[config.mk]
export PLATFORM = sky130hd
export DESIGN_NAME = fu_operand_decode
export DESIGN_NICKNAME = d
export VERILOG_FILES = /design/src/rtl/fu_pkg.sv /design/src/rtl/fu_operand_decode.sv
export VERILOG_INCLUDE_DIRS = /design/src /design/src/rtl
export SDC_FILE = /design/constraint.sdc
export NUM_CORES = 1
export LEC_CHECK = 0
export ABC_CLOCK_PERIOD_IN_PS = 1100
export BUFFER_PORTS_ARGS = -buffer_cell sky130_fd_sc_hd__buf_2
export CAP_MARGIN = 20
export CORE_AREA = 3 3 84 86
export DETAILED_ROUTE_END_ITERATION = 6
export DIE_AREA = 0 0 87 89
export PLACE_DENSITY = 0.67
export SETUP_SLACK_MARGIN = 0.05
export SYNTH_ARGS = -nofsm -noshare
export SYNTH_HDL_FRONTEND = slang
export SYNTH_SLANG_ARGS = --single-unit
[constraint.sdc]
create_clock -name vclk -period 1.1
set_clock_uncertainty 0.05 [all_clocks]
set_input_delay 0.22 -clock vclk [all_inputs]
set_output_delay 0.22 -clock vclk [all_outputs]
set_load 0.01 [all_outputs]
[src/rtl/fu_cfg.svh]
`ifndef FU_CFG_SVH
`define FU_CFG_SVH

// lane counts for the cluster
`define NUM_FU_ALU 2 // single-cycle alu lanes
`define NUM_FU_MULT 2 // pipelined mult lanes

// multiplier pipe depth, must divide 2*XLEN evenly
`define MULT_STAGES 4

// datapath widths
`define XLEN 32 // rv32 word
`define PRN_W 6 // physical reg tag
`define ROBN_W 5 // rob index

// fill patterns for undefined selects and opcodes
// easy to spot in a waveform
`define OPA_FILL 32'hdead_face
`define OPB_FILL 32'hface_feed
`define ALU_FILL 32'hface_beec

`endif
[src/rtl/fu_pkg.sv]
`include "fu_cfg.svh"

package fu_pkg;

    localparam int PROD_W = 2 * `XLEN; // full product width

    typedef logic [`XLEN-1:0] data_t;
    typedef logic [31:0] inst_t; // raw rv32 instruction word
    typedef logic [`PRN_W-1:0] prn_t;
    typedef logic [`ROBN_W-1:0] robn_t;
    typedef logic [PROD_W-1:0] prod_t;

    // alu opcodes, 10..15 unused
    typedef enum logic [3:0] {
        ALU_ADD = 4'd0,
        ALU_SUB = 4'd1,
        ALU_AND = 4'd2,
        ALU_OR = 4'd3,
        ALU_XOR = 4'd4,
        ALU_SLT = 4'd5,
        ALU_SLTU = 4'd6,
        ALU_SLL = 4'd7,
        ALU_SRL = 4'd8,
        ALU_SRA = 4'd9
    } alu_func_e;

    // rv32m multiply flavours
    typedef enum logic [1:0] {
        MUL = 2'd0, // low word
        MULH = 2'd1, // signed x signed, high
        MULHSU = 2'd2, // signed x unsigned, high
        MULHU = 2'd3 // unsigned x unsigned, high
    } mult_func_e;

    typedef enum logic [1:0] {
        OPA_IS_RS1 = 2'd0,
        OPA_IS_PC = 2'd1,
        OPA_IS_ZERO = 2'd2
    } opa_sel_e;

    typedef enum logic [2:0] {
        OPB_IS_RS2 = 3'd0,
        OPB_IS_I_IMM = 3'd1,
        OPB_IS_S_IMM = 3'd2,
        OPB_IS_B_IMM = 3'd3,
        OPB_IS_U_IMM = 3'd4,
        OPB_IS_J_IMM = 3'd5
    } opb_sel_e;

    // issued packet from the reservation stations
    typedef struct packed {
        logic valid;
        inst_t inst;
        data_t pc;
        alu_func_e alu_func;
        mult_func_e mult_func;
        data_t op1;
        data_t op2;
        prn_t dest_prn;
        robn_t robn;
        opa_sel_e opa_sel;
        opb_sel_e opb_sel;
        logic cond_branch;
        logic uncond_branch;
    } fu_packet_t;

    typedef struct packed {
        robn_t robn;
        prn_t dest_prn;
        data_t result;
    } fu_basic_t;

    typedef struct packed {
        fu_basic_t basic;
        logic take_branch;
        logic cond_branch;
        logic uncond_branch;
        data_t pc;
    } fu_alu_state_t;

    // branch outcome toward the rob
    typedef struct packed {
        robn_t robn;
        logic executed;
        logic branch_taken;
        data_t target_addr;
    } fu_rob_packet_t;

    typedef struct packed {
        logic [`NUM_FU_ALU-1:0] alu_prepared;
        fu_alu_state_t [`NUM_FU_ALU-1:0] alu_packet;
        logic [`NUM_FU_MULT-1:0] mult_prepared;
        fu_basic_t [`NUM_FU_MULT-1:0] mult_packet;
    } fu_state_t;

    // one multiplier pipe register
    typedef struct packed {
        logic valid;
        mult_func_e func;
        robn_t robn;
        prn_t dest_prn;
        prod_t mcand; // shifted multiplicand
        prod_t mplier; // remaining multiplier bits
        prod_t prod; // partial sum so far
    } mult_stage_t;

endpackage

[src/rtl/fu_operand_decode.sv]
`include "fu_cfg.svh"

module fu_operand_decode (
    input  fu_pkg::fu_packet_t pkt,
    output fu_pkg::data_t      opa,
    output fu_pkg::data_t      opb
);
    import fu_pkg::*;

    inst_t inst;
    data_t i_imm; // loads, op-imm, jalr
    data_t s_imm; // stores
    data_t b_imm; // cond branches
    data_t u_imm; // lui, auipc
    data_t j_imm; // jal

    assign inst = pkt.inst;

    // immediates, all sign extended from bit 31
    assign i_imm = {{(`XLEN-12){inst[31]}}, inst[31:20]};
    assign s_imm = {{(`XLEN-12){inst[31]}}, inst[31:25], inst[11:7]};
    assign b_imm = {
        {(`XLEN-13){inst[31]}},
        inst[31],
        inst[7],
        inst[30:25],
        inst[11:8],
        1'b0 // halfword aligned
    };
    assign u_imm = {inst[31:12], 12'b0};
    assign j_imm = {
        {(`XLEN-21){inst[31]}},
        inst[31],
        inst[19:12],
        inst[20],
        inst[30:21],
        1'b0
    };

    // operand a mux
    always_comb begin
        case (pkt.opa_sel)
            OPA_IS_RS1:  opa = pkt.op1;
            OPA_IS_PC:   opa = pkt.pc; // auipc, jal
            OPA_IS_ZERO: opa = '0; // lui
            default:     opa = `OPA_FILL;
        endcase
    end

    // operand b mux
    always_comb begin
        case (pkt.opb_sel)
            OPB_IS_RS2:   opb = pkt.op2;
            OPB_IS_I_IMM: opb = i_imm;
            OPB_IS_S_IMM: opb = s_imm;
            OPB_IS_B_IMM: opb = b_imm;
            OPB_IS_U_IMM: opb = u_imm;
            OPB_IS_J_IMM: opb = j_imm;
            default:      opb = `OPB_FILL; // encodings 6, 7
        endcase
    end

endmodule

Word-level counts from Yosys, hierarchy flattened
Index checks and enable logic that the tools add are counted.
{"block": "word_totals", "register_bits": 0, "input_bits": 153, "output_inout_bits": 64, "wordCells": 11}
{"block": "op_classes", "eq_ne": 7, "n_mux": 2, "reduce_logical": 2}
{"operator": "$pmux W32 S6", "count": 1}
{"operator": "$pmux W32 S3", "count": 1}
{"operator": "$eq A3 B2 Y1 const B", "count": 2}
{"operator": "$eq A3 B3 Y1 const B", "count": 2}
{"operator": "$eq A3 B1 Y1 const B", "count": 1}
{"operator": "$logic_not A3 Y1", "count": 1}
{"operator": "$eq A2 B1 Y1 const B", "count": 1}
{"operator": "$eq A2 B2 Y1 const B", "count": 1}
{"operator": "$logic_not A2 Y1", "count": 1}

Logic depth before layout (Yosys ltp)
{"block": "depth", "word_depth": 2, "mapped_depth": 5, "mapped_depth_nobuf": 3}

Least setup slack after synthesis
No wires, ideal clock.
{"block": "synth_path", "path_type": "input to output", "startpoint": "in pkt[3] in the netlist's numbering", "endpoint": "out opb[16]", "arrival_time_ns": 0.959, "required_time_ns": 0.830, "slack_ns": -0.129, "path_stages": 4, "n_path_buf": 2, "cell_sequence": "buf_6 or2_1 buf_6 a32o_1"}
{"block": "synth_via", "elab_chain_len": 2, "elab_cells_between_ends": 7, "classes_between": "eq/ne (5); mux (1); reduce/logical (1)"}
{"element": "start, declared", "line": "fu_operand_decode.sv:4", "source": "input fu_pkg::fu_packet_t pkt,"}
{"element": "$eq A3 B3 Y1, or another cell as far along", "line": "fu_operand_decode.sv:52", "source": "case (pkt.opb_sel)"}
{"element": "$pmux W32 S6 *", "line": "fu_operand_decode.sv:52"}
{"element": "end, declared", "line": "fu_operand_decode.sv:6", "source": "output fu_pkg::data_t opb"}
Mark *: on every way between the ends. The rest lies on a longest branch, timed or not.

Worst setup path in the final report
{"block": "layout_path", "startpoint": "in pkt[2] in the netlist's numbering", "endpoint": "out opb[11]"}
The elaborated chain is that of the path after synthesis.

==> results.yml <==
synthesis:
  syn_area_um2: 1170
  yosys-top-cells-count: "nand2_1 (57), o21ai_0 (45), a21oi_1 (19)"
  syn-num-nets: 370
  yosysMostFrequentCell: "nand2_1"
  ys_types: 28
  ys_seq_area_frac: 0
  synth_area_leaders: "o21ai_0 (19%), nand2_1 (18%), mux2i_1 (10%)"
  netlist_instances: 217
  muxShareOfSynthArea: 0.103
  synth_top_family_by_area: "compound AO/OA/AOI/OAI gates"
  synth_compound_area_frac: 0.453
  synth_top_cell_area_share: 0.193
  synth_warnings: 0
  synth_top_area_cell: "o21ai_0"
  synth-simple-area-share: 0.332
  syn_area_per_cell_um2: 5.39
  synth_xor_area_frac: 0
  synth_fa_ha_area_frac: 0
global_routing:
  grt_pass1_wl_mm: 10.6
  grt.overflow.total: 0
  antenna_found_initial: 1
  grt_max_degree: 19
  grt_use_total: 0.162
  grt_pass1_vias: 2362
place:
  hpwlAfterDp_mm: 5.31
  gp_congestion: 0.825
  io_buffers: 190
die:
  die_x_um: 87
  die_y_um: 89
  start_util: 0.184
  die_area_um2: 7740
  ios: 217
  core_um2: 6350
  fp-row-count: 29
setup_path:
  worstPathArrival_ns: 1.06
  startpoint_type: "input port"
  worstSetupStartpoint: "pkt[2]"
  crit_fanout: 6
  critPathRequiredTime_ns: 0.83
  criticalPathCategory: "input port to output port"
  endpoint_kind: "output port"
timing:
  fin_ws_ns: -0.228
  rsz0062_at_grt: "true"
  setup_viol: 60
  fmax_mhz: 753
  worst_pin_slew_ns: 0.271
  layout_worst_path_cycle_share: 1.21
  period_needed_ns: 1.33
  relSlewSlack: 0.814
  hold_violations: 0
  fin_hold_ws_ns: 0.666
  slew_violations: 0
power:
  powerDensity_nw_per_um2: 453
  p_leak_nw: 1.70
  ir_worst_vdd_v: 0.000313
routing:
  viasPerCell: 4.91
  postRouteAntennaNets: 0
  route.detailed.drc: 0
  routedWlPerCell_um: 15.6
  vias: 2496
  routed_wl_mm: 7.91
  drtPass1Iterations: 4
  dr.first_iter.drc_count: 103
finish:
  seq_cell_count: 0
  clkbuf_count: 0
  regArea_um2: 0
  drive_gt1_frac: 0.777
  multi_input_area_um2: 1510
  post-route-util: 0.525
  area_growth_pct: 185
  fillers: 572
  nNetsFinal: 586
  diodes: 0
status:
  violations: "negative setup slack"
  outcome: "complete, but fails checks"
worst_hold_path:
  hp-start: "pkt[81]"
  hold_class: "input port to output port"
run:
  drv_cap: 0
==> power by group <==
group          switching (mW)  internal, mW
clock network               0             0
logic                   0.708         0.803
registers                   0             0
==> cell type report <==
class | count | area share
Inverter | 2 | 0.00413
Timing Repair Buffer | 234 | 0.515
Tap cell | 77 | 0.0289
Multi-Input combinational cell | 195 | 0.452
==> per-stage QoR <==
stage | std cells | area (um2) | power [mW] | TNS [ns] | setup slack (ns)
floorplan | 217 | 1310 | 0.541 | -1.68 | -0.104
global placement | 489 | 2410 | 1.04 | -13.63 | -0.379
detailed placement | 489 | 2410 | 1.05 | -14.50 | -0.408
CTS | 505 | 2980 | 1.32 | -7.62 | -0.219
global route | 508 | 3330 | 1.62 | -10.38 | -0.269
finish | 508 | 3330 | 1.51 | -7.87 | -0.228
==> routing by layer <==
metal  GRT usage  part of all wire
met1       0.174              0.35
met2       0.339              0.57
met3      0.0212             0.055
met4      0.0212             0.023
met5           0            0.0023
==> logic make-up after synthesis <==
logic type	Yosys count
AOI/OAI and AO/OA	93
buffers and inverters	22
muxes	12
and+or+nand+nor	90
==> cells in the final DEF (no fill, tap or decap), types with 3 or more instances in the layout <==
cell	count
o21ai_0	17
clkbuf_16	3
nand2_2	25
buf_6	22
mux2i_1	10
buf_4	20
nor2_1	8
buf_2	171
a21oi_2	7
buf_12	11
a22oi_1	3
a21oi_1	12
nand3_2	3
buf_16	5
nor2_4	6
a22oi_2	7
o21ai_2	13
o22ai_2	11
nand2_4	6
nand2_1	26
o21ai_1	13
==> critical path, stage by stage <==
cell and delay (ns):
buf_12 0.11, buf_6 0.11, buf_4 0.13, nor2b_1 0.12, o211ai_1 0.13, o221ai_2 0.07
buf_2 0.16
==> path summary, 6_finish.rpt <==
kind / slack (ns) / to / depth (start not counted)
worst max-delay path: -0.23 / opb[11] / 7
worst min-delay path: 0.67 / opa[31] / 4
==> timing repair <==
action / in CTS / in global routing
setup buffers: 9 / 4
endpoints found under the setup margin: 64 / 62
gates resized for setup: 99 / 82
pin swaps: 43 / 32
cloned: 7 / 3
hold buffers: 0 / 0
No activity file was read; power rests on OpenSTA's default activity.
