===== src/rtl/fu_cfg.svh =====
`ifndef FU_CFG_SVH
`define FU_CFG_SVH

// lane counts for the cluster
`define NUM_FU_ALU 2 // single-cycle alu lanes
`define NUM_FU_MULT 2 // pipelined mult lanes

// multiplier pipe depth, must divide 2*XLEN evenly
`define MULT_STAGES 4

// datapath widths
`define XLEN 32 // rv32 word
`define PRN_W 6 // physical reg tag
`define ROBN_W 5 // rob index

// fill patterns for undefined selects and opcodes
// easy to spot in a waveform
`define OPA_FILL 32'hdead_face
`define OPB_FILL 32'hface_feed
`define ALU_FILL 32'hface_beec

`endif

===== src/rtl/fu_pkg.sv =====
`include "fu_cfg.svh"

package fu_pkg;

    localparam int PROD_W = 2 * `XLEN; // full product width

    typedef logic [`XLEN-1:0] data_t;
    typedef logic [31:0] inst_t; // raw rv32 instruction word
    typedef logic [`PRN_W-1:0] prn_t;
    typedef logic [`ROBN_W-1:0] robn_t;
    typedef logic [PROD_W-1:0] prod_t;

    // alu opcodes, 10..15 unused
    typedef enum logic [3:0] {
        ALU_ADD = 4'd0,
        ALU_SUB = 4'd1,
        ALU_AND = 4'd2,
        ALU_OR = 4'd3,
        ALU_XOR = 4'd4,
        ALU_SLT = 4'd5,
        ALU_SLTU = 4'd6,
        ALU_SLL = 4'd7,
        ALU_SRL = 4'd8,
        ALU_SRA = 4'd9
    } alu_func_e;

    // rv32m multiply flavours
    typedef enum logic [1:0] {
        MUL = 2'd0, // low word
        MULH = 2'd1, // signed x signed, high
        MULHSU = 2'd2, // signed x unsigned, high
        MULHU = 2'd3 // unsigned x unsigned, high
    } mult_func_e;

    typedef enum logic [1:0] {
        OPA_IS_RS1 = 2'd0,
        OPA_IS_PC = 2'd1,
        OPA_IS_ZERO = 2'd2
    } opa_sel_e;

    typedef enum logic [2:0] {
        OPB_IS_RS2 = 3'd0,
        OPB_IS_I_IMM = 3'd1,
        OPB_IS_S_IMM = 3'd2,
        OPB_IS_B_IMM = 3'd3,
        OPB_IS_U_IMM = 3'd4,
        OPB_IS_J_IMM = 3'd5
    } opb_sel_e;

    // issued packet from the reservation stations
    typedef struct packed {
        logic valid;
        inst_t inst;
        data_t pc;
        alu_func_e alu_func;
        mult_func_e mult_func;
        data_t op1;
        data_t op2;
        prn_t dest_prn;
        robn_t robn;
        opa_sel_e opa_sel;
        opb_sel_e opb_sel;
        logic cond_branch;
        logic uncond_branch;
    } fu_packet_t;

    typedef struct packed {
        robn_t robn;
        prn_t dest_prn;
        data_t result;
    } fu_basic_t;

    typedef struct packed {
        fu_basic_t basic;
        logic take_branch;
        logic cond_branch;
        logic uncond_branch;
        data_t pc;
    } fu_alu_state_t;

    // branch outcome toward the rob
    typedef struct packed {
        robn_t robn;
        logic executed;
        logic branch_taken;
        data_t target_addr;
    } fu_rob_packet_t;

    typedef struct packed {
        logic [`NUM_FU_ALU-1:0] alu_prepared;
        fu_alu_state_t [`NUM_FU_ALU-1:0] alu_packet;
        logic [`NUM_FU_MULT-1:0] mult_prepared;
        fu_basic_t [`NUM_FU_MULT-1:0] mult_packet;
    } fu_state_t;

    // one multiplier pipe register
    typedef struct packed {
        logic valid;
        mult_func_e func;
        robn_t robn;
        prn_t dest_prn;
        prod_t mcand; // shifted multiplicand
        prod_t mplier; // remaining multiplier bits
        prod_t prod; // partial sum so far
    } mult_stage_t;

endpackage


===== src/rtl/fu_mult_exec.sv =====
`include "fu_cfg.svh"

module fu_mult_exec (
    input  logic               clock,
    input  logic               rst,
    input  logic               start,
    input  logic               avail,
    input  fu_pkg::data_t      opa,
    input  fu_pkg::data_t      opb,
    input  fu_pkg::mult_func_e func,
    input  fu_pkg::robn_t      robn,
    input  fu_pkg::prn_t       dest_prn,
    output logic               done,
    output fu_pkg::fu_basic_t  result
);
    import fu_pkg::*;

    // multiplier bits consumed per stage
    localparam int SLICE_W = PROD_W / `MULT_STAGES;

    logic opa_signed;
    logic opb_signed;
    prod_t mcand_in;
    prod_t mplier_in;
    mult_stage_t stg_d [`MULT_STAGES];
    mult_stage_t stg_q [`MULT_STAGES];
    mult_stage_t last;

    // mulhsu treats only rs1 as signed, mul does not care
    assign opa_signed = (func == MULH) || (func == MULHSU);
    assign opb_signed = (func == MULH);
    assign mcand_in = {{`XLEN{opa_signed & opa[`XLEN-1]}}, opa};
    assign mplier_in = {{`XLEN{opb_signed & opb[`XLEN-1]}}, opb};

    always_comb begin
        // first stage takes the issued packet
        stg_d[0].valid = start;
        stg_d[0].func = func;
        stg_d[0].robn = robn;
        stg_d[0].dest_prn = dest_prn;
        stg_d[0].prod = mcand_in * mplier_in[SLICE_W-1:0];
        stg_d[0].mcand = mcand_in << SLICE_W;
        stg_d[0].mplier = mplier_in >> SLICE_W;

        // later stages add one more partial product each
        for (int i = 1; i < `MULT_STAGES; i++) begin
            stg_d[i] = stg_q[i-1]; // tags ride along
            stg_d[i].prod = stg_q[i-1].prod
                          + stg_q[i-1].mcand * stg_q[i-1].mplier[SLICE_W-1:0];
            stg_d[i].mcand = stg_q[i-1].mcand << SLICE_W;
            stg_d[i].mplier = stg_q[i-1].mplier >> SLICE_W;
        end
    end

    // whole pipe freezes while avail is low
    always_ff @(posedge clock) begin
        if (rst) begin
            for (int i = 0; i < `MULT_STAGES; i++) begin
                stg_q[i] <= '0;
            end
        end else if (avail) begin
            stg_q <= stg_d;
        end
    end

    assign last = stg_q[`MULT_STAGES-1];
    assign done = last.valid;

    always_comb begin
        result.robn = last.robn;
        result.dest_prn = last.dest_prn;
        if (last.func == MUL) begin
            result.result = last.prod[`XLEN-1:0];
        end else begin
            result.result = last.prod[PROD_W-1:`XLEN]; // high word variants
        end
    end

endmodule


===== config.mk =====
export PLATFORM = sky130hd
export DESIGN_NAME = fu_mult_exec
export DESIGN_NICKNAME = d
export VERILOG_FILES = /design/src/rtl/fu_pkg.sv /design/src/rtl/fu_mult_exec.sv
export VERILOG_INCLUDE_DIRS = /design/src /design/src/rtl
export SDC_FILE = /design/constraint.sdc
export NUM_CORES = 2
export LEC_CHECK = 0
export BUFFER_PORTS_ARGS = -buffer_cell sky130_fd_sc_hd__buf_2
export CAP_MARGIN = 20
export CORE_ASPECT_RATIO = 0.6
export CORE_MARGIN = 4
export CORE_UTILIZATION = 35
export CTS_CLUSTER_DIAMETER = 40
export CTS_CLUSTER_SIZE = 25
export DETAILED_ROUTE_END_ITERATION = 8
export PLACE_DENSITY = 0.59
export SETUP_SLACK_MARGIN = 0.5
export SLEW_MARGIN = 15
export SYNTH_ARGS = -nofsm -noshare
export SYNTH_HDL_FRONTEND = slang
export SYNTH_SLANG_ARGS = --single-unit

===== constraint.sdc =====
create_clock -name clock -period 14.2 [get_ports clock]
set_input_delay 2.84 -clock clock [delete_from_list [all_inputs] [get_ports clock]]
set_output_delay 2.84 -clock clock [all_outputs]
set_load 0.005 [all_outputs]

[Word-level counts from Yosys, hierarchy flattened]
Index checks and enable logic that the tools add are counted.
Storage, ports and cells
  bits in registers: 412
  bits of input ports: 81
  output and inout bits: 44
  word-level logic and storage cells: 40
Cells by class
  add/sub/neg operators: 3
  multipliers: 4
  equality and inequality tests: 2
  muxes and demuxes: 1
  bitwise operators: 2
  reductions and logical operators: 2
Operator list (count)
  $add 64x64->64: 3
  $mul 33x17->50: 1
  $mul 48x16->48: 1
  $mul 32x16->32: 1
  $mux 32: 1
  $mul 16x1->16: 1
  $and 1x1->1: 2
  $eq 2x1->1 const B: 1
  $eq 2x2->1 const B: 1
  $logic_not 2->1: 1
  $logic_or 1x1->1: 1

[Logic depth before layout (Yosys ltp)]
  depth in word-level cells: 4
  gate-level depth with buffers: 38
  gate-level depth less buffers: 37

[Worst setup path before layout]
No wires, ideal clock.
  kind: input -> register
  start point: input port func[1]
  end point: register stg_q[680] in the netlist's numbering
  library setup time: 0.064 ns
  arrival: 8.870 ns
  data required time: 14.136 ns
  setup slack: 5.266 ns
  stages on the path: 22
  path buffers: 1
  cells stage by stage: inv_1 > ha_1 > nor2b_1 > clkbuf_1 > nand2_1 > fa_1 > inv_1 > fa_1 > inv_1 > fa_1 > fa_1 > fa_1 > fa_1 > inv_1 > ha_1 > a21o_1 > a21o_1 > a21oi_1 > o21ai_0 > a221o_1 > a21o_1 > nand4_1
On the way
  longest elaborated chain between the ends: 4
  elaborated cells on any way between the ends: 5
  classes of those cells: mul (1); eq/ne (2); bitwise (1); reduce/logical (1)
Ends and longest elaborated chain
  start: declaration: line fu_mult_exec.sv:10  | input fu_pkg::mult_func_e func,
  $eq 2x1->1 or $eq 2x2->1 (tied branches): line fu_mult_exec.sv:30  | assign opa_signed = (func == MULH) || (func == MULHSU);
  $logic_or 1x1->1 (*): line fu_mult_exec.sv:30
  $and 1x1->1 (*): line fu_mult_exec.sv:32  | assign mcand_in = {{`XLEN{opa_signed & opa[`XLEN-1]}}, opa};
  $mul 33x17->50 (*): line fu_mult_exec.sv:41  | stg_d[0].prod = mcand_in * mplier_in[SLICE_W-1:0];
  end signal: assignment: line fu_mult_exec.sv:62  | stg_q <= stg_d;
  end: declaration: line fu_mult_exec.sv:26  | mult_stage_t stg_q [`MULT_STAGES];
Mark *: on every way between the ends. The rest lies on a longest branch, timed or not.
A chain may end at the register's enable or synchronous reset.

[Final worst setup path]
  start point: register stg_q (netlist bit stg_d[593])
  end point: register stg_q[475] in the netlist's numbering
On the way
  longest elaborated chain between the ends: 2
Ends and longest elaborated chain
  $mul 48x16->48: line fu_mult_exec.sv:49  | + stg_q[i-1].mcand * stg_q[i-1].mplier[SLICE_W-1:0];
  $add 64x64->64: line fu_mult_exec.sv:49
No other way between the ends.

==> impl_metrics.json <==
{
  "die_x_um": 549,
  "cts_sinks": 398,
  "grt_max_degree": 143,
  "initial_core_util_pct": 35.4,
  "syn-num-nets": 8373,
  "reg2reg_slack_ns": 4.47,
  "dr_wl_met3_um": 22900,
  "dp_hpwl_um": 146000,
  "mostFrequentLayoutCells": "1299 x inv_1, 1206 x fa_1, 760 x nand2_1",
  "drc": 0,
  "post-route-util_pct": 38.3,
  "critPathLaunchType": "register",
  "end_kind": "register",
  "synth_edf_count": 0,
  "synth_ff_type": "dfxtp_1",
  "p_int_uw": 6130,
  "ant_nets": 0,
  "cts.clk_slew.worst_paths_ns": 0.06,
  "rsz0062_at_grt": "false",
  "crit_top_cell": "fa_1",
  "setup_viol": 0,
  "area_delta_synth_final_pct": 8.12,
  "h-tree-depth": 2,
  "p_sw_uw": 7450,
  "grtUsageTotal_pct": 20.4,
  "grt_antenna_before_repair": 9,
  "worst_path_max_delay_cell": "dfxtp_1",
  "yosysSeqAreaShare_pct": 13.0,
  "postSynthCellCount": 6731,
  "vias": 45399,
  "clkLatencyLatePin_ns": 0.66,
  "fp.dieH_um": 333,
  "p_leak_uw": 0.0318,
  "wl_met1_um": 91700,
  "async_reset_ff_share_pct": 0,
  "pwr-share-comb_pct": 77.7,
  "nets": 8299,
  "routedWlPerCell_um": 20.5,
  "hold_class": "register to register",
  "cpPeakStageDelay_ns": 1.03,
  "io_pins": 125,
  "cts_buffers": 58,
  "layout_commonest_cell": "inv_1",
  "maxUsedRoutingLayer": "met5",
  "worst_slew_pin_slew_ns": 1.16,
  "p_sw_share_pct": 54.9,
  "die-area_sq_um": 183000,
  "p_per_area_nw_per_um2": 204,
  "worstPathMaxFanout": 18,
  "grt-ovfl-total": 0,
  "clock.fmax_mhz": 103,
  "gp_congestion": 0.905,
  "pwr-share-clk_pct": 11.5,
  "cts_tree": "done",
  "min_period_ns": 9.73,
  "critPathArrivalTime_ns": 10.27,
  "p_seq_share_pct": 10.8,
  "outcome": "finished clean",
  "first_iter_violations": 3596,
  "yosysUniqueCellTypes": 77,
  "grt_pass1_wl_um": 290000,
  "cts-hold-fix-buffers": 0,
  "drive_above_1_share_pct": 5.31,
  "tns_ns": 0,
  "post-cts-setup-buffer-count": 0,
  "clockBufferDepth": 3,
  "finalHoldViolCount": 0,
  "irDropWorstVdd_mv": 0.439,
  "netlist_area_sq_um": 61500,
  "viasPerCell": 5.01,
  "slew_headroom_pct": 22.3,
  "cts_resized": 0,
  "skew_ns": 0.0173,
  "io_buffers": 124,
  "fin_crit_sh_pct": 68.5,
  "yosys_register_bits": 398,
  "syn_avg_cell_area_sq_um": 9.14,
  "grt_pass1_vias": 46877,
  "required_ns": 14.74,
  "routed_wl_um": 186000,
  "wl_met2_um": 68600,
  "yosys_warnings": 0,
  "final_max_slew_viol_count": 0,
  "cts_root_buf": "clkbuf_16",
  "row_count": 118,
  "core_sq_um": 174000,
  "drt_first_pass_iters": 6,
  "critPathKind": "register to register",
  "drv_cap": 0
}
[critical path, delay by kind of cell, from the launching register on]
family                     cells  cell delay [ns]
AOI/OAI and AO/OA             13             2.66
adders and majority gates      8             3.88
buffers and inverters          4             0.35
DFF                            1             1.03
and+or+nand+nor                9             1.68
[registers in the layout (all words and copies together) (netlist names)]
signal / count
stg_q: 229
stg_d: 91
last: 66
result: 11
done: 1
[path summary, 6_finish.rpt]
| path | endpoint | from | cells past startpoint |
|---|---|---|---|
| worst max-delay path | stg_q[475] | stg_d[593] | 34 |
| worst min-delay path | last[61] | last[61] | 2 |
| worst max register to register | stg_q[475] | stg_d[593] | 34 |
| worst min register to register | last[61] | last[61] | 2 |
[synthesized netlist by cell type (all sizes together), types with 7 or more instances]
cell type / count / area share (%)
mux2i: 357 / 5.8
inv: 1299 / 7.9
clkbuf: 268 / 1.6
o22ai: 8 / 0.081
nand3: 43 / 0.35
o31ai: 11 / 0.13
mux2: 32 / 0.59
a21o: 100 / 1.2
xnor2: 168 / 2.4
o21bai: 28 / 0.34
o311ai: 7 / 0.10
o211ai: 10 / 0.12
nand2: 760 / 4.6
or3: 11 / 0.11
ha: 355 / 7.2
nand2b: 33 / 0.34
o21ai: 116 / 0.94
nor2: 459 / 2.8
a31oi: 22 / 0.22
a221oi: 7 / 0.14
a21oi: 193 / 1.6
o21a: 26 / 0.32
dfxtp: 398 / 13
and3: 23 / 0.24
nor3: 35 / 0.29
fa: 1206 / 39
nor2b: 33 / 0.34
nand3b: 7 / 0.085
a211oi: 31 / 0.38
xor2: 58 / 0.83
buf: 47 / 0.36
and2: 459 / 4.7
nand4: 25 / 0.25
[metrics by stage]
step,instance area (sq um),power (uW),setup slack (ns),std cells,hold slack [ns]
5_1_grt,66500,14800,3.84,9051,0.508
4_1_cts,66500,13300,4.57,9045,0.470
6_report,66500,13600,4.47,9053,0.462
3_3_place_gp,64300,11500,4.08,8935,0.449
3_5_place_dp,64300,11700,4.04,8935,0.454
2_1_floorplan,61500,8490,5.27,6731,0.421
[cell type report]
cell class | count | area, sq um
Tap cell | 2340 | 2930
Timing Repair Buffer | 181 | 1100
Fill cell | 17502 | 107000
Clock inverter | 48 | 648
Multi-Input combinational cell | 4719 | 47500
Inverter | 1299 | 4880
Antenna cell | 6 | 15.0
Clock buffer | 62 | 1510
Sequential cell | 398 | 7980
[power by group through the flow]
stage | Combinational [uW] | Clock [uW] | Sequential [uW]
finish | 10600 | 1560 | 1470
global route | 11700 | 1640 | 1480
CTS | 10300 | 1600 | 1460
detailed placement | 10200 | 0 | 1480
global placement | 10100 | 0 | 1480
floorplan | 7120 | 0 | 1360
[metal layers]
metal	vias to the layer above	global-route usage, %
met5	-	0.308
met3	146	7.93
li1	20421	-
met1	22960	32.2
met4	4	2.51
met2	1868	26.2
[cell families after synthesis]
logic type,count (synthesis),share of synthesized area (%)
fa+ha+maj,1561,46.5
flops,398,13.0
buf+inv,1614,9.92
mux,389,6.39
xor+xnor,227,3.25
simple gates,1924,14.6
compound gates,618,6.45
No activity file was read; power rests on OpenSTA's default activity.
