--- src/rtl/fu_cfg.svh ---
`ifndef FU_CFG_SVH
`define FU_CFG_SVH

// lane counts for the cluster
`define NUM_FU_ALU 2 // single-cycle alu lanes
`define NUM_FU_MULT 2 // pipelined mult lanes

// multiplier pipe depth, must divide 2*XLEN evenly
`define MULT_STAGES 4

// datapath widths
`define XLEN 32 // rv32 word
`define PRN_W 6 // physical reg tag
`define ROBN_W 5 // rob index

// fill patterns for undefined selects and opcodes
// easy to spot in a waveform
`define OPA_FILL 32'hdead_face
`define OPB_FILL 32'hface_feed
`define ALU_FILL 32'hface_beec

`endif
--- src/rtl/fu_pkg.sv ---
`include "fu_cfg.svh"

package fu_pkg;

    localparam int PROD_W = 2 * `XLEN; // full product width

    typedef logic [`XLEN-1:0] data_t;
    typedef logic [31:0] inst_t; // raw rv32 instruction word
    typedef logic [`PRN_W-1:0] prn_t;
    typedef logic [`ROBN_W-1:0] robn_t;
    typedef logic [PROD_W-1:0] prod_t;

    // alu opcodes, 10..15 unused
    typedef enum logic [3:0] {
        ALU_ADD = 4'd0,
        ALU_SUB = 4'd1,
        ALU_AND = 4'd2,
        ALU_OR = 4'd3,
        ALU_XOR = 4'd4,
        ALU_SLT = 4'd5,
        ALU_SLTU = 4'd6,
        ALU_SLL = 4'd7,
        ALU_SRL = 4'd8,
        ALU_SRA = 4'd9
    } alu_func_e;

    // rv32m multiply flavours
    typedef enum logic [1:0] {
        MUL = 2'd0, // low word
        MULH = 2'd1, // signed x signed, high
        MULHSU = 2'd2, // signed x unsigned, high
        MULHU = 2'd3 // unsigned x unsigned, high
    } mult_func_e;

    typedef enum logic [1:0] {
        OPA_IS_RS1 = 2'd0,
        OPA_IS_PC = 2'd1,
        OPA_IS_ZERO = 2'd2
    } opa_sel_e;

    typedef enum logic [2:0] {
        OPB_IS_RS2 = 3'd0,
        OPB_IS_I_IMM = 3'd1,
        OPB_IS_S_IMM = 3'd2,
        OPB_IS_B_IMM = 3'd3,
        OPB_IS_U_IMM = 3'd4,
        OPB_IS_J_IMM = 3'd5
    } opb_sel_e;

    // issued packet from the reservation stations
    typedef struct packed {
        logic valid;
        inst_t inst;
        data_t pc;
        alu_func_e alu_func;
        mult_func_e mult_func;
        data_t op1;
        data_t op2;
        prn_t dest_prn;
        robn_t robn;
        opa_sel_e opa_sel;
        opb_sel_e opb_sel;
        logic cond_branch;
        logic uncond_branch;
    } fu_packet_t;

    typedef struct packed {
        robn_t robn;
        prn_t dest_prn;
        data_t result;
    } fu_basic_t;

    typedef struct packed {
        fu_basic_t basic;
        logic take_branch;
        logic cond_branch;
        logic uncond_branch;
        data_t pc;
    } fu_alu_state_t;

    // branch outcome toward the rob
    typedef struct packed {
        robn_t robn;
        logic executed;
        logic branch_taken;
        data_t target_addr;
    } fu_rob_packet_t;

    typedef struct packed {
        logic [`NUM_FU_ALU-1:0] alu_prepared;
        fu_alu_state_t [`NUM_FU_ALU-1:0] alu_packet;
        logic [`NUM_FU_MULT-1:0] mult_prepared;
        fu_basic_t [`NUM_FU_MULT-1:0] mult_packet;
    } fu_state_t;

    // one multiplier pipe register
    typedef struct packed {
        logic valid;
        mult_func_e func;
        robn_t robn;
        prn_t dest_prn;
        prod_t mcand; // shifted multiplicand
        prod_t mplier; // remaining multiplier bits
        prod_t prod; // partial sum so far
    } mult_stage_t;

endpackage

--- src/rtl/fu_alu_exec.sv ---
`include "fu_cfg.svh"

module fu_alu_exec (
    input  fu_pkg::fu_packet_t    pkt,
    input  fu_pkg::data_t         opa,
    input  fu_pkg::data_t         opb,
    output logic                  prepared,
    output fu_pkg::fu_alu_state_t state
);
    import fu_pkg::*;

    logic signed [`XLEN-1:0] sa; // signed views of the operands
    logic signed [`XLEN-1:0] sb;
    logic signed [`XLEN-1:0] s_rs1; // signed views for the compare
    logic signed [`XLEN-1:0] s_rs2;
    logic [4:0] shamt;
    logic [2:0] funct3;
    logic cmp_take;
    data_t alu_out;

    assign sa = opa;
    assign sb = opb;
    assign s_rs1 = pkt.op1;
    assign s_rs2 = pkt.op2;
    assign shamt = opb[4:0]; // rv32 shifts use 5 bits
    assign funct3 = pkt.inst[14:12];

    always_comb begin
        case (pkt.alu_func)
            ALU_ADD:  alu_out = opa + opb;
            ALU_SUB:  alu_out = opa - opb;
            ALU_AND:  alu_out = opa & opb;
            ALU_OR:   alu_out = opa | opb;
            ALU_XOR:  alu_out = opa ^ opb;
            ALU_SLT:  alu_out = {{(`XLEN-1){1'b0}}, sa < sb};
            ALU_SLTU: alu_out = {{(`XLEN-1){1'b0}}, opa < opb};
            ALU_SLL:  alu_out = opa << shamt;
            ALU_SRL:  alu_out = opa >> shamt;
            ALU_SRA:  alu_out = sa >>> shamt; // keeps sign
            default:  alu_out = `ALU_FILL;
        endcase
    end

    // branch condition, compares rs values and not the muxed operands
    always_comb begin
        case (funct3)
            3'b000:  cmp_take = pkt.op1 == pkt.op2; // beq
            3'b001:  cmp_take = pkt.op1 != pkt.op2; // bne
            3'b100:  cmp_take = s_rs1 < s_rs2; // blt
            3'b101:  cmp_take = s_rs1 >= s_rs2; // bge
            3'b110:  cmp_take = pkt.op1 < pkt.op2; // bltu
            3'b111:  cmp_take = pkt.op1 >= pkt.op2; // bgeu
            default: cmp_take = 1'b0;
        endcase
    end

    assign prepared = pkt.valid; // single cycle, done when issued

    always_comb begin
        state.basic.robn = pkt.robn;
        state.basic.dest_prn = pkt.dest_prn;
        state.basic.result = alu_out; // also the branch target
        state.take_branch = pkt.uncond_branch | (pkt.cond_branch & cmp_take);
        state.cond_branch = pkt.cond_branch;
        state.uncond_branch = pkt.uncond_branch;
        state.pc = pkt.pc;
    end

endmodule

--- config.mk ---
export PLATFORM = sky130hd
export DESIGN_NAME = fu_alu_exec
export DESIGN_NICKNAME = d
export VERILOG_FILES = /design/src/rtl/fu_pkg.sv /design/src/rtl/fu_alu_exec.sv
export VERILOG_INCLUDE_DIRS = /design/src /design/src/rtl
export SDC_FILE = /design/constraint.sdc
export NUM_CORES = 1
export LEC_CHECK = 0
export BUFFER_PORTS_ARGS = -buffer_cell sky130_fd_sc_hd__buf_2
export CORE_MARGIN = 4
export CORE_UTILIZATION = 50
export DETAILED_ROUTE_END_ITERATION = 10
export PLACE_DENSITY = 0.81
export SYNTH_ARGS = -nofsm -noshare
export SYNTH_HDL_FRONTEND = slang
export SYNTH_SLANG_ARGS = --single-unit
--- constraint.sdc ---
create_clock -name vclk -period 3.7
set_input_delay 0 -clock vclk [all_inputs]
set_output_delay 0 -clock vclk [all_outputs]
set_load 0.01 [all_outputs]
### After elaboration in Yosys (flattened, before gate mapping)

Cells that the tools add are included.

* flip-flop bits (word level): 0
* latch bits: 0
* bits in writable memories: 0
* bits in read-only memories: 0
* bits of input ports: 217
* memories kept: 0

* $add $sub $neg: 2
* $mul: 0
* div/mod/pow operators: 0
* magnitude comparators: 6
* eq/ne operators: 16
* shifts and indexed selects: 3
* mux-type cells: 2
* bitwise logic cells: 5
* reduce and logical (&&, ||, !) cells: 2

Operator list (number)
* case mux 32 bit (10 select lines): 1
* less-than comparator 32 bit: 4
* >= comparator 32 bit: 2
* adder 32 bit: 1
* AND 32 bit: 1
* == test 32 bit: 1
* inequality test 32 bit: 1
* OR 32 bit: 1
* left shift 32 x 5 -> 32 bit: 1
* right shift 32 x 5 -> 32 bit: 1
* >>> shifter 32 x 5 -> 32 bit: 1
* subtractor 32 bit: 1
* bitwise XOR 32 bit: 1
* == test 4 x 3 -> 1 bit, second input constant: 4
* == test 3 bit, second input constant: 4
* == test 4 x 2 -> 1 bit, second input constant: 2
* == test 4 bit, second input constant: 2
* case mux 1 bit (6 select lines): 1
* == test 4 x 1 -> 1 bit, second input constant: 1
* zero test 4 bit: 1
* == test 3 x 1 -> 1 bit, second input constant: 1
* zero test 3 bit: 1
* AND 1 bit: 1
* OR 1 bit: 1

### Longest topological paths before layout

Gate-level depths: netlist (run 1).

* word-level depth: 4
* gate-level depth with buffers: 15

### Least setup slack after synthesis (run 1)

No wires, ideal clock.

* kind: input to output
* from: input port opb[1]
* to: output port state[58] (netlist name)
* arrival time: 3.509 ns
* data required time: 3.700 ns
* slack: 0.191 ns
* cell stages on the path: 15
* buffers on the path: 4
* cell sequence: clkbuf_1 -> inv_1 -> buf_2 -> buf_1 -> clkbuf_1 -> ha_1 -> nor2_1 -> o221ai_1 -> a2111oi_1 -> a2111o_1 -> a2111o_1 -> a21oi_1 -> a211oi_1 -> xor2_1 -> o221ai_1

RTL lines
* from (decl): line fu_alu_exec.sv:6 `input fu_pkg::data_t opb,`
* to (decl): line fu_alu_exec.sv:8 `output fu_pkg::fu_alu_state_t state`

==> results of run 1 <==
==> final cells by class <==
cell class         instances  area, um2  share of cell area
inverters                127        477              0.0454
multi-input cells       1167       8570               0.816
well taps                260        325              0.0310
repair buffers           207       1130               0.107
==> how the worst max path moves through the flow <==
stage	start	end	slack [ns]	cells after the start
floorplan	opb[1]	state[58]	0.19	15
detailed placement	opa[6]	state[60]	0.43	13
global route	opb[1]	state[61]	0.14	14
finish	opa[6]	state[60]	0.37	13
global placement	opb[1]	state[61]	0.50	14
CTS	opa[6]	state[60]	0.43	13
==> per-stage QoR <==
stage / worst slack [ns] / total power, uW / hold slack [ns]
2_1_floorplan: 0.191 / 1060 / 0.0918
3_3_place_gp: 0.500 / 1490 / 0.0000686
3_5_place_dp: 0.432 / 1510 / 0.0000686
4_1_cts: 0.425 / 1520 / 0.0000686
5_1_grt: 0.142 / 1690 / 0.0000207
6_report: 0.368 / 1560 / 0.00000443
==> power by group <==
part | leakage, uW | switching (uW) | internal, uW
clock network | 0 | 0 | 0
logic | 0.00490 | 967 | 597
registers | 0 | 0 | 0
total | 0.00490 | 967 | 597
==> cells in the final DEF (no fill, tap or decap), types with 7 or more instances in the layout <==
cell       count
buf_2        171
nor2_1       170
ha_1         129
inv_1        125
a21oi_1      119
o21ai_0      108
nand2_1       90
mux2i_1       60
a211oi_1      37
mux4_2        36
buf_4         36
nor3_1        35
o211ai_1      32
nand3_1       29
nand2b_1      24
mux2_2        20
a21o_1        19
o21bai_1      18
nor4_1        15
a22oi_1       13
nand4_1       13
nor2b_1       12
or3_1         11
o221ai_1      10
a221o_1       10
xnor2_1       10
a221oi_1      10
a31oi_1        9
and3_1         9
o21a_1         8
or2_2          7
o2111ai_1      7
xor2_1         7
==> cell families (layout without fill, tap and decap cells) <==
group                      count (synthesis)  after routing  synth area share
AOI/OAI and AO/OA                        465            465             0.315
xor gates and xnor gates                  17             17            0.0152
adders and majority gates                131            131             0.169
buffers and inverters                    276            334             0.125
muxes                                    116            116             0.167
and+or+nand+nor                          438            438             0.208
==> cell usage after synthesis (15+ instances only) <==
cell and count:
nor4_1 15, nand2b_1 24, o21ai_0 108, a211oi_1 37, a21o_1 19, inv_1 125
mux2_2 20, nand2_1 90, clkbuf_1 79, a21oi_1 119, mux2i_1 60, buf_4 47
ha_1 129, nor3_1 37, o211ai_1 32, mux4_2 36, nand3_1 29, nor2_1 170
o21bai_1 18
==> routing by layer <==
| layer | vias to the layer above | wire length, um | GRT usage |
|---|---|---|---|
| li1 | 5358 | - | - |
| met1 | 5397 | 15400 | 0.463 |
| met2 | 838 | 17300 | 0.536 |
| met3 | 153 | 5080 | 0.0803 |
| met4 | 6 | 1710 | 0.123 |
| met5 | - | 34 | 0 |
==> worst max-delay path: stages <==
cell and delay [ns]:
buf_2 0.20, inv_1 0.07, ha_1 0.44, inv_1 0.20
a2111oi_4 0.31, a2111oi_1 0.15, a2111o_1 0.50, a2111o_1 0.50
nand3b_1 0.13, nand4b_1 0.12, a2111o_1 0.43, nand3_1 0.12
buf_2 0.15
==> summary.md, run 1 <==
| Metric | Value |
|---|---|
| Register area | 0 um2 |
| Initial Util | 0.516 |
| Top-area cell type share of the netlist area | 0.165 |
| Hold_sp | pkt[152] |
| Setup TNS | 0 ns |
| Worst Path Max Fanout | 9 |
| Max cap viols | 0 |
| Worst vdd ir | 0.0000809 V |
| Final Cycle Share | 0.900 |
| Pleak | 0.00490 uW |
| Post-Layout Cell Count | 1761 |
| Worst slew pin tran | 1.05 ns |
| Hold Path Sink | prepared |
| Final Max Slew Viols | 0 |
| Startpoint Class | input pin |
| CTS Hold Bufs | 0 |
| Setup CP Type | input pin to primary output |
| CTS-repair resized insts | 0 |
| I/O pins | 296 |
| Final min period | 3.33 ns |
| Die height | 148 um |
| DRT Pass-1 Iters | 8 |
| ANT cells | 0 |
| Final hold violation count | 0 |
| Layout Nets | 1851 |
| Final core occ | 0.554 |
| Type of the most critical hold path | input pin to primary output |
| Clock buffer count | 0 |
| Antenna Nets Post-Route | 0 |
| Drt wl/cell | 22.5 um |
| Drt total wl | 39600 um |
| Syn Std Cell Area | 9780 um2 |
| Largest net degree at the start of global routing | 74 |
| DP Wirelength | 31200 um |
| Hold path depth | 0 |
| PwrDens | 149 nW/um2 |
| All-Layer GR Usage | 0.343 |
| Placed Instances | 1761 |
| Antenna violations before repair | 3 |
| DR iter-0 viols | 1826 |
| GRT overflow | 0 |
| RSZ-0062 raised after global routing | false |
| Status | finished, final reports clean |
| Slew HR | 0.302 |
| First-pass GRT wire length | 61300 um |
| Vias | 11800 |
| Cell count after synthesis | 1443 |
| Placement Rows | 50 |
| Setup bufs post-CTS | 0 |
| Post-synthesis cell type with the largest combined area | ha_1 |
| Area Growth Syn to Fin | 7.32% |
| Number of global-route vias before repair | 11100 |
| Final GP Congestion | 1.03 |
| Core area | 19000 um2 |
| Full die area | 21900 um2 |
| Max Freq | 300 MHz |
| Worst EP required | 3.70 ns |
| Layout cells sized above 1 | 0.187 |
| Port Buffer Count | 172 |
| Syn_area_per_cell | 6.78 um2 |
| Die width | 148 um |
| Seq/Total Area, Yosys | 0 |
| Final Cell Area | 10500 um2 |
| Crit. End Element | primary output |
| Finish-stage setup viols | 0 |
| Vias/cell | 6.67 |
| Synth area leaders | ha_1, mux4_2, nor2_1 |
| Net Count, Synth | 1791 |
| FF+latch count | 0 |
| DRC | 0 |
| Filler Cell Count | 1888 |
| Area post-placement | 10500 um2 |
| Unique masters post-synth | 77 |
| Yosys warnings | 0 |
| Crit path DAT | 3.33 ns |
(Power assumes the default switching activity.)
==> inputs of run 2 (changes only) <==
--- a/config.mk
+++ b/config.mk
@@ -7,10 +7,12 @@
 export NUM_CORES = 1
 export LEC_CHECK = 0
 export BUFFER_PORTS_ARGS = -buffer_cell sky130_fd_sc_hd__buf_2
+export CELL_PAD_IN_SITES_DETAIL_PLACEMENT = 0
+export CELL_PAD_IN_SITES_GLOBAL_PLACEMENT = 1
 export CORE_MARGIN = 4
-export CORE_UTILIZATION = 50
+export CORE_UTILIZATION = 35
 export DETAILED_ROUTE_END_ITERATION = 10
-export PLACE_DENSITY = 0.81
+export PLACE_DENSITY_LB_ADDON = 0.1
 export SYNTH_ARGS = -nofsm -noshare
 export SYNTH_HDL_FRONTEND = slang
 export SYNTH_SLANG_ARGS = --single-unit
==> run 2 against run 1 <==
Cell count grew 7.2%. Hold slack barely moved. Highest routed layer unchanged. First-iteration DRC count is 22% lower. Via count down 0.74%. Global-route usage shrank 6.6 points. Critical path type unchanged.
==> summary.md, run 2 (synthesis results as in run 1) <==
| Metric | Value |
|---|---|
| PwrDens | 151 nW/um2 |
| Final Cycle Share | 0.913 |
| Worst slew pin tran | 0.877 ns |
| Filler Cell Count | 2983 |
| Crit. End Element | primary output |
| ANT cells | 0 |
| Port Buffer Count | 172 |
| Core area | 27300 um2 |
| Worst vdd ir | 0.0000655 V |
| Setup bufs post-CTS | 0 |
| All-Layer GR Usage | 0.277 |
| Met3 Routed Length | 4050 um |
| CTS-repair resized insts | 0 |
| Clock buffer count | 0 |
| Die width | 175 um |
| Drt wl/cell | 24.1 um |
| FF+latch count | 0 |
| Area Growth Syn to Fin | 9.90% |
| DRC | 0 |
| RSZ-0062 raised after global routing | false |
| Max cap viols | 0 |
| Final Cell Area | 10800 um2 |
| Setup TNS | 0 ns |
| Drt total wl | 45600 um |
| Full die area | 30700 um2 |
| Status | finished, final reports clean |
| Pleak | 0.00497 uW |
| Crit path DAT | 3.38 ns |
| Most frequent cells in the layout | buf_2, nor2_1, ha_1, inv_1, a21oi_1 |
| Number of global-route vias before repair | 10900 |
| Register area | 0 um2 |
| DRT Pass-1 Iters | 6 |
| CTS Hold Bufs | 0 |
| Antenna violations before repair | 2 |
| Layout Nets | 1866 |
| DP Wirelength | 36400 um |
| Initial Util | 0.359 |
| Die height | 175 um |
| Wl on met1 | 20500 um |
| First-pass GRT wire length | 67600 um |
| Layout cells sized above 1 | 0.195 |
| DR top layer | met5 |
| Final Max Slew Viols | 0 |
| Setup CP Type | input pin to primary output |
| Vias/cell | 6.18 |
| GRT overflow | 0 |
| DR iter-0 viols | 1432 |
| Slew HR | 0.412 |
| Largest net degree at the start of global routing | 74 |
| Worst EP required | 3.70 ns |
| Wire length on met2 | 20400 um |
| Finish-stage setup viols | 0 |
| Area post-placement | 10800 um2 |
| Multi-input gate area | 8570 um2 |
| Antenna Nets Post-Route | 0 |
| Final GP Congestion | 0.972 |
| Max Freq | 296 MHz |
| Final min period | 3.38 ns |
| Vias | 11700 |
| Type of the most critical hold path | input pin to primary output |
| Worst Path Max Fanout | 11 |
| Startpoint Class | input pin |
| Placement Rows | 60 |
| Final hold violation count | 0 |
| I/O pins | 296 |
| Most common cell after layout, fill and taps aside | buf_2 |
run 2: power by group:
group / total [uW] / switching (uW) / internal [uW]
registers: 0 / 0 / 0
logic: 1620 / 1010 / 610
clock network: 0 / 0 / 0
run 2: layout make-up:
cell class / instances / area share
inverter: 127 / 0.0443
multi-input combinational: 1167 / 0.797
tap: 372 / 0.0433
timing repair buffer: 222 / 0.115
run 2: final timing paths:
kind     start   endpoint  slack [ns]  depth (start not counted)
max     opa[5]  state[61]        0.32                         13
min   pkt[102]  state[14]    0.000003                          0
run 2: per-layer routing:
layer | up-vias | track usage
met5 | - | 0
met4 | 2 | 0.0344
met3 | 52 | 0.0305
met2 | 577 | 0.442
met1 | 5630 | 0.413
li1 | 5404 | -
run 2: worst max-delay path, cell delays in order:
cell and delay, ns:
buf_2 0.20, inv_1 0.07, ha_1 0.50, nor2b_1 0.11
or4_1 0.46, o2111a_1 0.29, o21ai_1 0.39, a21oi_1 0.16
o21bai_1 0.38, a221oi_1 0.16, xor2_1 0.19, o21ai_0 0.28
buf_2 0.19
run 2: metrics by stage:
step / total power, uW / utilization / hold slack (ns) / setup WS, ns / instances
floorplan: 1060 / - / 0.0918 / 0.191 / 1443
global placement: 1590 / 0.395 / 0.0000686 / 0.361 / 1888
detailed placement: 1580 / 0.395 / 0.0000686 / 0.380 / 1888
CTS: 1590 / 0.395 / 0.0000686 / 0.383 / 1888
global route: 1750 / 0.395 / 0.0000150 / 0.205 / 1888
finish: 1620 / 0.395 / 0.00000332 / 0.322 / 1888
